## src/conv_defs.svh

```systemverilog
`ifndef CONV_DEFS_SVH
`define CONV_DEFS_SVH

//////////////////////////////////////////////////
// Datapath widths
//////////////////////////////////////////////////

`define CONV_DATA_WIDTH 16
`define CONV_ACC_WIDTH 32

// 3x3 kernel, taps numbered 0..8
`define CONV_KERNEL_SIZE 9
`define CONV_KERNEL_DEPTH 4

//////////////////////////////////////////////////
// Wishbone side
//////////////////////////////////////////////////

`define WB_DATA_WIDTH 32
`define WB_ADDR_WIDTH 4

// Word addresses of the register map
`define CONV_REG_WEIGHT 0
`define CONV_REG_PIXEL 1
`define CONV_REG_CTRL 2
`define CONV_REG_STATUS 3
`define CONV_REG_RESULT 4

// CTRL write bits
`define CONV_CTRL_LOAD_BIT 0
`define CONV_CTRL_START_BIT 1

`endif
```

## src/wb_bus_pkg.sv

```systemverilog
`default_nettype none

`include "conv_defs.svh"

package wb_bus_pkg;

	typedef logic [`WB_DATA_WIDTH-1:0] wb_data_t;

	// Word address, no byte lanes
	typedef logic [`WB_ADDR_WIDTH-1:0] wb_addr_t;

	// Register map of the engine
	typedef enum logic [`WB_ADDR_WIDTH-1:0] {
		REG_WEIGHT = `CONV_REG_WEIGHT,
		REG_PIXEL = `CONV_REG_PIXEL,
		REG_CTRL = `CONV_REG_CTRL,
		REG_STATUS = `CONV_REG_STATUS,
		REG_RESULT = `CONV_REG_RESULT
	} reg_index_t;

endpackage

`default_nettype wire

```

## src/conv_types_pkg.sv

```systemverilog
`default_nettype none

`include "conv_defs.svh"

package conv_types_pkg;

	// One weight or one pixel
	typedef logic signed [`CONV_DATA_WIDTH-1:0] data_t;

	// Accumulator, wraps modulo 2**32
	typedef logic [`CONV_ACC_WIDTH-1:0] acc_t;

	// Tap select, also used as a push and fill counter
	typedef logic [3:0] tap_index_t;

	// Number of queued kernel sets, 0..4
	typedef logic [2:0] kernel_count_t;

	// Sequential MAC
	typedef enum logic [1:0] {
		MAC_IDLE,
		MAC_RUN,
		MAC_DONE
	} mac_state_t;

endpackage

`default_nettype wire

```

## src/tap_bus_if.sv

```systemverilog
`timescale 1ns/1ns
`default_nettype none

interface tap_bus_if;
	import conv_types_pkg::*;

	// One-cycle pulses from the register block
	logic weight_push;
	logic pixel_push;
	logic kernel_load;
	logic mac_start;
	data_t wdata;

	// Kernel buffer status
	logic weight_ready;
	kernel_count_t kernel_count;
	logic kernel_loaded;

	// MAC status and result
	logic mac_busy;
	logic mac_done;
	acc_t result;

	modport regs (
		output weight_push,
		output pixel_push,
		output kernel_load,
		output mac_start,
		output wdata,
		input weight_ready,
		input kernel_count,
		input kernel_loaded,
		input mac_busy,
		input mac_done,
		input result
	);

	modport kernel (
		input weight_push,
		input kernel_load,
		input wdata,
		output weight_ready,
		output kernel_count,
		output kernel_loaded
	);

	modport window (
		input pixel_push,
		input mac_start,
		input wdata
	);

	modport mac (
		input mac_start,
		output mac_busy,
		output mac_done,
		output result
	);

endinterface

`default_nettype wire

```

## src/conv3x3_engine.sv

```systemverilog
`timescale 1ns/1ns
`default_nettype none

`include "conv_defs.svh"

module conv3x3_engine (
	input logic clk,
	input logic reset,
	input logic wb_cyc,
	input logic wb_stb,
	input logic wb_we,
	input wb_bus_pkg::wb_addr_t wb_adr,
	input wb_bus_pkg::wb_data_t wb_dat_w,
	output wb_bus_pkg::wb_data_t wb_dat_r,
	output logic wb_ack,
	output logic done
);
	import conv_types_pkg::*;

	data_t active_kernel [`CONV_KERNEL_SIZE];
	data_t window [`CONV_KERNEL_SIZE];

	tap_bus_if tap_bus ();

	assign done = tap_bus.mac_done;

	//////////////////////////////////////////////////
	// Host side
	//////////////////////////////////////////////////

	conv_wb_regs regs_inst (
		.clk(clk),
		.reset(reset),
		.wb_cyc(wb_cyc),
		.wb_stb(wb_stb),
		.wb_we(wb_we),
		.wb_adr(wb_adr),
		.wb_dat_w(wb_dat_w),
		.wb_dat_r(wb_dat_r),
		.wb_ack(wb_ack),
		.bus(tap_bus.regs)
	);

	//////////////////////////////////////////////////
	// Buffers and MAC
	//////////////////////////////////////////////////

	conv_kernel_buffer #(
		.DEPTH(`CONV_KERNEL_DEPTH)
	) kernel_inst (
		.clk(clk),
		.reset(reset),
		.bus(tap_bus.kernel),
		.active_kernel(active_kernel)
	);

	conv_window_buffer window_inst (
		.clk(clk),
		.reset(reset),
		.bus(tap_bus.window),
		.window(window)
	);

	conv_mac_unit mac_inst (
		.clk(clk),
		.reset(reset),
		.bus(tap_bus.mac),
		.active_kernel(active_kernel),
		.window(window)
	);

endmodule

`default_nettype wire

```

## src/conv_mac_unit.sv

```systemverilog
`timescale 1ns/1ns
`default_nettype none

`include "conv_defs.svh"

module conv_mac_unit (
	input logic clk,
	input logic reset,
	tap_bus_if.mac bus,
	input conv_types_pkg::data_t active_kernel [`CONV_KERNEL_SIZE],
	input conv_types_pkg::data_t window [`CONV_KERNEL_SIZE]
);
	import conv_types_pkg::*;

	localparam tap_index_t LAST_TAP = tap_index_t'(`CONV_KERNEL_SIZE - 1);

	mac_state_t state;
	tap_index_t tap;
	acc_t acc;
	acc_t acc_next;
	logic signed [2*`CONV_DATA_WIDTH-1:0] product;

	// One signed tap product per cycle
	assign product = active_kernel[tap] * window[tap];
	assign acc_next = acc + acc_t'(product);

	assign bus.mac_busy = (state == MAC_RUN);
	assign bus.mac_done = (state == MAC_DONE);

	//////////////////////////////////////////////////
	// Control FSM
	//////////////////////////////////////////////////

	always_ff @(posedge clk) begin
		if (reset) begin
			state <= MAC_IDLE;
			tap <= '0;
		end else begin
			case (state)
				MAC_IDLE, MAC_DONE: begin
					// Restart also clears done
					if (bus.mac_start) begin
						state <= MAC_RUN;
						tap <= '0;
					end
				end
				MAC_RUN: begin
					if (tap == LAST_TAP) begin
						state <= MAC_DONE;
					end else begin
						tap <= tap + 1'b1;
					end
				end
				default: state <= MAC_IDLE;
			endcase
		end
	end

	// Datapath, result lands with done
	always_ff @(posedge clk) begin
		if (bus.mac_start) begin
			acc <= '0;
		end else if (state == MAC_RUN) begin
			acc <= acc_next;
			if (tap == LAST_TAP) begin
				bus.result <= acc_next;
			end
		end
	end

	// Register block holds ctrl writes while busy
	no_start_while_running: assert property (@(posedge clk) disable iff (reset)
		bus.mac_start |-> state != MAC_RUN);

endmodule

`default_nettype wire

```

## src/conv_window_buffer.sv

```systemverilog
`timescale 1ns/1ns
`default_nettype none

`include "conv_defs.svh"

module conv_window_buffer (
	input logic clk,
	input logic reset,
	tap_bus_if.window bus,
	output conv_types_pkg::data_t window [`CONV_KERNEL_SIZE]
);
	import conv_types_pkg::*;

	localparam tap_index_t FULL_FILL = tap_index_t'(`CONV_KERNEL_SIZE);

	tap_index_t fill;

	// Slide by one pixel per push
	always_ff @(posedge clk) begin
		if (bus.pixel_push) begin
			for (int i = 0; i < `CONV_KERNEL_SIZE - 1; i++) begin
				window[i] <= window[i + 1];
			end
			window[`CONV_KERNEL_SIZE - 1] <= bus.wdata;
		end
	end

	// Saturates once the first full window is in
	always_ff @(posedge clk) begin
		if (reset) begin
			fill <= '0;
		end else if (bus.pixel_push && fill != FULL_FILL) begin
			fill <= fill + 1'b1;
		end
	end

	// A convolution only runs on a complete window
	start_on_full_window: assert property (@(posedge clk) disable iff (reset)
		bus.mac_start |-> fill == FULL_FILL);

endmodule

`default_nettype wire

```

## src/conv_kernel_buffer.sv

```systemverilog
`timescale 1ns/1ns
`default_nettype none

`include "conv_defs.svh"

module conv_kernel_buffer #(
	parameter int DEPTH = 4
) (
	input logic clk,
	input logic reset,
	tap_bus_if.kernel bus,
	output conv_types_pkg::data_t active_kernel [`CONV_KERNEL_SIZE]
);
	import conv_types_pkg::*;

	localparam int PTR_W = (DEPTH > 1) ? $clog2(DEPTH) : 1;
	localparam tap_index_t LAST_TAP = tap_index_t'(`CONV_KERNEL_SIZE - 1);

	data_t chain [`CONV_KERNEL_SIZE];
	data_t queue [DEPTH][`CONV_KERNEL_SIZE];
	tap_index_t push_count;
	logic set_done;
	kernel_count_t count;
	logic [PTR_W-1:0] wr_ptr;
	logic [PTR_W-1:0] rd_ptr;
	logic full;
	logic do_load;

	assign full = (count == kernel_count_t'(DEPTH));
	assign do_load = bus.kernel_load && (count != '0);

	// Hold the ninth weight while no slot is free
	assign bus.weight_ready = !(full && push_count == LAST_TAP);
	assign bus.kernel_count = count;

	//////////////////////////////////////////////////
	// Weight shift chain
	//////////////////////////////////////////////////

	// New weight enters at the top, first one ends at tap 0
	always_ff @(posedge clk) begin
		if (bus.weight_push) begin
			for (int i = 0; i < `CONV_KERNEL_SIZE - 1; i++) begin
				chain[i] <= chain[i + 1];
			end
			chain[`CONV_KERNEL_SIZE - 1] <= bus.wdata;
		end
	end

	always_ff @(posedge clk) begin
		if (reset) begin
			push_count <= '0;
			set_done <= 1'b0;
		end else begin
			set_done <= bus.weight_push && (push_count == LAST_TAP);
			if (bus.weight_push) begin
				push_count <= (push_count == LAST_TAP) ? '0 : push_count + 1'b1;
			end
		end
	end

	//////////////////////////////////////////////////
	// Kernel set queue
	//////////////////////////////////////////////////

	always_ff @(posedge clk) begin
		if (set_done) begin
			queue[wr_ptr] <= chain;
		end
	end

	always_ff @(posedge clk) begin
		if (reset) begin
			wr_ptr <= '0;
			rd_ptr <= '0;
			count <= '0;
			bus.kernel_loaded <= 1'b0;
		end else begin
			if (set_done) begin
				wr_ptr <= (wr_ptr == PTR_W'(DEPTH - 1)) ? '0 : wr_ptr + 1'b1;
			end
			if (do_load) begin
				rd_ptr <= (rd_ptr == PTR_W'(DEPTH - 1)) ? '0 : rd_ptr + 1'b1;
				bus.kernel_loaded <= 1'b1;
			end
			case ({set_done, do_load})
				2'b10: count <= count + 1'b1;
				2'b01: count <= count - 1'b1;
				default: count <= count;
			endcase
		end
	end

	// Active kernel, empty-queue loads are ignored
	always_ff @(posedge clk) begin
		if (reset) begin
			for (int i = 0; i < `CONV_KERNEL_SIZE; i++) begin
				active_kernel[i] <= '0;
			end
		end else if (do_load) begin
			active_kernel <= queue[rd_ptr];
		end
	end

	// Back-pressure in the register block keeps the queue from overflowing
	no_write_when_full: assert property (@(posedge clk) disable iff (reset)
		set_done |-> !full);

endmodule

`default_nettype wire

```

## src/conv_wb_regs.sv

```systemverilog
`timescale 1ns/1ns
`default_nettype none

`include "conv_defs.svh"

module conv_wb_regs (
	input logic clk,
	input logic reset,
	input logic wb_cyc,
	input logic wb_stb,
	input logic wb_we,
	input wb_bus_pkg::wb_addr_t wb_adr,
	input wb_bus_pkg::wb_data_t wb_dat_w,
	output wb_bus_pkg::wb_data_t wb_dat_r,
	output logic wb_ack,
	tap_bus_if.regs bus
);
	import wb_bus_pkg::*;
	import conv_types_pkg::*;

	logic req;
	logic stall;
	logic accept;
	logic wr_weight;
	logic wr_pixel;
	logic wr_ctrl;
	wb_data_t read_data;

	// New request only when no ack is pending
	assign req = wb_cyc && wb_stb && !wb_ack;
	assign accept = req && !stall;

	assign wr_weight = wb_we && (wb_adr == REG_WEIGHT);
	assign wr_pixel = wb_we && (wb_adr == REG_PIXEL);
	assign wr_ctrl = wb_we && (wb_adr == REG_CTRL);

	//////////////////////////////////////////////////
	// Back-pressure
	//////////////////////////////////////////////////

	// Weight waits on the queue, pixel and ctrl on the MAC
	always_comb begin
		stall = 1'b0;
		if (wr_weight) begin
			stall = !bus.weight_ready;
		end else if (wr_pixel || wr_ctrl) begin
			stall = bus.mac_busy;
		end
	end

	// Read mux
	always_comb begin
		read_data = '0;
		case (wb_adr)
			REG_STATUS: begin
				read_data = wb_data_t'({bus.mac_done, bus.mac_busy,
					bus.kernel_loaded, bus.kernel_count});
			end
			REG_RESULT: read_data = wb_data_t'(bus.result);
			default: read_data = '0;
		endcase
	end

	//////////////////////////////////////////////////
	// Ack and pulses
	//////////////////////////////////////////////////

	// Pulses share the ack cycle
	always_ff @(posedge clk) begin
		if (reset) begin
			wb_ack <= 1'b0;
			bus.weight_push <= 1'b0;
			bus.pixel_push <= 1'b0;
			bus.kernel_load <= 1'b0;
			bus.mac_start <= 1'b0;
		end else begin
			wb_ack <= accept;
			bus.weight_push <= accept && wr_weight;
			bus.pixel_push <= accept && wr_pixel;
			bus.kernel_load <= accept && wr_ctrl && wb_dat_w[`CONV_CTRL_LOAD_BIT];
			bus.mac_start <= accept && wr_ctrl && wb_dat_w[`CONV_CTRL_START_BIT];
		end
	end

	// Write data and read data, valid with ack
	always_ff @(posedge clk) begin
		if (accept) begin
			bus.wdata <= data_t'(wb_dat_w[`CONV_DATA_WIDTH-1:0]);
			wb_dat_r <= read_data;
		end
	end

	// Classic cycle, ack is a single pulse
	ack_single_pulse: assert property (@(posedge clk) disable iff (reset)
		wb_ack |=> !wb_ack);

endmodule

`default_nettype wire

```

## config.mk

```make
export PLATFORM = sky130hd
export DESIGN_NAME = conv3x3_engine
export DESIGN_NICKNAME = d
export VERILOG_FILES = /design/src/wb_bus_pkg.sv /design/src/conv_types_pkg.sv /design/src/tap_bus_if.sv /design/src/conv3x3_engine.sv /design/src/conv_mac_unit.sv /design/src/conv_window_buffer.sv /design/src/conv_kernel_buffer.sv /design/src/conv_wb_regs.sv
export VERILOG_INCLUDE_DIRS = /design/src
export SDC_FILE = /design/constraint.sdc
export NUM_CORES = 2
export LEC_CHECK = 0
export BUFFER_PORTS_ARGS = -buffer_cell sky130_fd_sc_hd__clkbuf_2
export CAP_MARGIN = 40
export CORE_UTILIZATION = 48
export CTS_CLUSTER_SIZE = 14
export DETAILED_ROUTE_END_ITERATION = 8
export PLACE_DENSITY = 0.74
export SYNTH_ARGS = -nofsm -noshare
export SYNTH_HDL_FRONTEND = slang
export SYNTH_SLANG_ARGS = --single-unit
```

## constraint.sdc

```tcl
create_clock -name clk -period 17.5 [get_ports clk]
set_clock_uncertainty 0.1 [all_clocks]
set_input_delay 0 -clock clk [delete_from_list [all_inputs] [get_ports clk]]
set_output_delay 0 -clock clk [all_outputs]
set_load 0.1 [all_outputs]
```

==> results by group <==
Die
  • Die Wd: 331.2 um
  • Die Span Y: 331.2 um
  • Row count: 120
  • Core ar.: between 0.1 and 0.15 mm2
  • Die Area: around 0.11 mm2
  • IO Pins: 75
  • Starting Density: 48.52%

Synth
  • Post-synthesis xor/xnor area fraction: 0.7577%
  • Post-synthesis sequential area ratio: 62.19%
  • Number of synthesized register bits: 1144
  • Ys flop type: edfxtp_1
  • Synth Area in Adders: ~14%
  • Post-synthesis mux area share: 9.699%
  • Main combinational cell family by area after synthesis: adder cells
  • Mapped Area: 0.05202 mm2
  • Post-Synthesis Cells: between 3000 and 4000
  • Synth top area share: 54.50%
  • Avg Inst Size Synth: 15.04 um2
  • Async set-reset flop share out of synthesis: 0%
  • Cell variety after synth: 58
  • Post-synthesis simple-gate area fraction: between 6 and 7%
  • Number of enable flip-flop cells after synthesis: 944
  • Ranking of synthesized cells by area: edfxtp_1, fa_1, mux4_2, dfxtp_1, nand2_1
  • Synth Area in Compound Gates: 3.457%
  • Biggest area consumer among synthesized cells: edfxtp_1
  • Net Count, Synth: between 3000 and 4000
  • Synth Warn #: 0

Routing
  • Routed len/inst: 20.01 um
  • 1st-iter DRT viols: about 2300
  • Final WL: between 100000 and 150000 um
  • Post-route ant nets: 0
  • Via count of the routed design: 27670
  • Vias/cell: 5.455
  • DRC: 0
  • First-pass DRT Iterations: 6

Cells and area
  • Post-layout nets: 4019
  • Layout area overhead: 11.91%
  • Ant diodes: 0
  • Ratio of cells with drive above 1 in the final layout: about 14%

Placement
  • Routability Congestion: 0.8921
  • DP HPWL: 61530 um
  • IO Port Bufs: 58

Power and ir drop
  • Sw Share: between 20% and 30%
  • Static leakage: 20.71 nW
  • Clk pwr share: 41.1%
  • P_sw: 0.001251 W
  • Power Internal: 0.004424 W
  • Max rail drop VDD: 98.24 uV
  • Comb pwr share: 6.6%
  • PD cells: ~97 mW/mm2
  • Register share of total power: 52.3%
  • Final Power: 0.005675 W

Global routing
  • First-pass GRT wire length: 161600 um
  • Grt total ovfl: 0
  • Initial antenna violation count: 1
  • Vias in the first global route: 29230
  • Largest net degree at the start of global routing: 145
  • GRT Util Overall: 19.17%

Clock tree
  • CTS sink count: 1144
  • Htree depth: 3
  • Clk root buf: clkbuf_16
  • CTS max path bufs: 3
  • Clk slew on worst S/H paths: 0.06 ns
  • Skew-Pair Late Insertion Delay: 0.69 ns
  • Total CTS buffers: ~110
  • CTS tree: built

STA
  • Fmax: approximately 100 MHz
  • # setup viols final: 0
  • Min Tclk post-route: 9.831 ns
  • Worst hold margin: about 0.024 ns
  • Final number of hold-violating endpoints: 0
  • Final Cycle Share: between 50 and 60%
  • Unrepaired setup endpoints after global routing: false
  • Max-slew violations: 0
  • Slew Limit Headroom: between 30% and 40%
  • Setup_tns: 0 ns
  • Worst-Margin Slew: 1.023 ns

Setup path
  • CP max FO: 33
  • Startpoint class of the critical path: register
  • Crit path capture type: register
  • Most common cell on crit path: fa_1
  • CP arrival: about 10 ns
  • Cell family with most CP delay: adder cells
  • Worst Setup Path Type: reg2reg
  • Slowest stage delay, CP: 0.65 ns
  • Critical Path RT: 17.83 ns
  • Critical path's slowest cell: buf_4
  • CP bufs+invs: 6

Run
  • Max-cap viol count: 0

Min path
  • Worst hold path type: in2reg

Outcome
  • Outcome: complete, no violations
-- per-stage QoR --
step | cells | area [um2] | setup slack [ns] | util (%)
floorplan | 3458 | 52020 | 9.300 | -
global placement | 4815 | 53970 | 7.741 | 50.34
detailed placement | 4828 | 54220 | 7.616 | 50.58
CTS | 5073 | 58210 | 7.583 | 54.30
global route | 5073 | 58210 | 7.209 | 54.30
finish | 5073 | 58210 | 7.669 | 54.30
-- cell usage after synthesis (all sizes together), types with 2 or more instances --
| master | count |
|---|---|
| a22o | 6 |
| xor2 | 14 |
| nand4 | 3 |
| or2 | 4 |
| nor4 | 2 |
| a2111o | 3 |
| nor4b | 5 |
| o21a | 16 |
| fa | 293 |
| nand3 | 9 |
| a21oi | 211 |
| a21o | 8 |
| buf | 40 |
| nand2b | 9 |
| a2111oi | 2 |
| mux2i | 36 |
| nor3b | 3 |
| and2 | 35 |
| nand4b | 2 |
| mux4 | 208 |
| a31oi | 6 |
| clkbuf | 116 |
| nor3 | 12 |
| or3 | 2 |
| dfxtp | 200 |
| a22oi | 2 |
| and3 | 6 |
| nor2 | 215 |
| nor2b | 7 |
| inv | 375 |
| o21ai | 38 |
| o211ai | 4 |
| ha | 108 |
| o31ai | 3 |
| a211oi | 5 |
| nand2 | 462 |
| xnor2 | 31 |
| edfxtp | 944 |
-- tightest hold or removal path, stage by stage --
cell and delay [ns]:
clkbuf_2 0.08, nand2_1 0.09, nor3_2 0.04, buf_4 0.33
-- sequential cells by signal, summed over array words and instances, names as in the netlist --
signal,flops
mac_inst.acc,32
mac_inst.bus.result,32
kernel_inst.active_kernel,144
regs_inst.bus.weight_push,1
mac_inst.state,2
kernel_inst.bus.kernel_loaded,1
regs_inst.bus.pixel_push,1
regs_inst.bus.mac_start,1
kernel_inst.wr_ptr,2
regs_inst.wb_dat_r,32
regs_inst.wb_ack,1
kernel_inst.push_count,4
window_inst.window,144
regs_inst.bus.wdata,16
regs_inst.bus.kernel_load,1
kernel_inst.queue,576
mac_inst.tap,4
kernel_inst.chain,144
kernel_inst.set_done,1
kernel_inst.bus.kernel_count,3
kernel_inst.rd_ptr,2
-- timing repair --
item | 4_1_cts | 5_1_grt
hold buffers | 43 | 0
endpoints found under the hold margin | 139 | 0
resized for setup | 0 | 0
setup buffers | 0 | 0
-- layer usage --
layer | track usage (%) | part of all wire (%) | vias up
met4 | 4.807 | 2.1 | 0
met5 | 0 | 0 | -
met3 | 3.291 | 6.7 | 147
li1 | - | - | 12390
met2 | 32.20 | 50 | 868
met1 | 26.07 | 41 | 14270
-- power groups by stage --
stage | combinational (W) | sequential (W) | clock [W]
floorplan | 0.000274 | 0.00304 | 0
global placement | 0.000360 | 0.00303 | 0
detailed placement | 0.000370 | 0.00303 | 0
CTS | 0.000378 | 0.00297 | 0.00238
global route | 0.000431 | 0.00297 | 0.00248
finish | 0.000375 | 0.00297 | 0.00233
-- cells in the final DEF, fill, tap and decap left out, drive strengths merged, types with 12 or more instances in the layout --
master       count
nor3            12
mux4           208
o21a            16
xor2            14
nor2           215
clkinv          32
clkbuf         204
edfxtp         944
mux2i           36
o21ai           38
ha             108
a21oi          211
inv            382
xnor2           31
dlygate4sd3     43
buf             66
nand2          462
and2            35
fa             293
dfxtp          200
-- worst paths after layout --
check,endpoint,depth (start not counted),startpoint,slack (ns)
setup / recovery,mac_inst.bus.result[30],26,mac_inst.tap[0],7.67
hold / removal,regs_inst.bus.wdata[0],4,wb_cyc,0.02
setup reg to reg,mac_inst.bus.result[30],26,mac_inst.tap[0],7.67
hold reg to reg,window_inst.window[73],0,window_inst.window[57],0.34
-- logic make-up (layout without fill, tap and decap cells) --
kind of cell | count (synthesis) | in the layout
flip-flops | 1144 | 1144
adder cells (fa/ha/maj) | 401 | 401
AND/OR/NAND/NOR | 781 | 781
XOR/XNOR | 45 | 45
multiplexers | 244 | 244
AO/OA/AOI/OAI | 312 | 312
buffers and inverters | 531 | 743
-- layout make-up --
cell class / instances / area (um2)
tap: 1403 / 1755
inverter: 375 / 1413
sequential: 1144 / 32380
fill: 8425 / 48990
timing repair buffer: 166 / 1400
multi-input combinational: 1783 / 17710
clock inverter: 55 / 600.6
clock buffer: 147 / 2959
No activity file was read; power rests on OpenSTA's default activity.
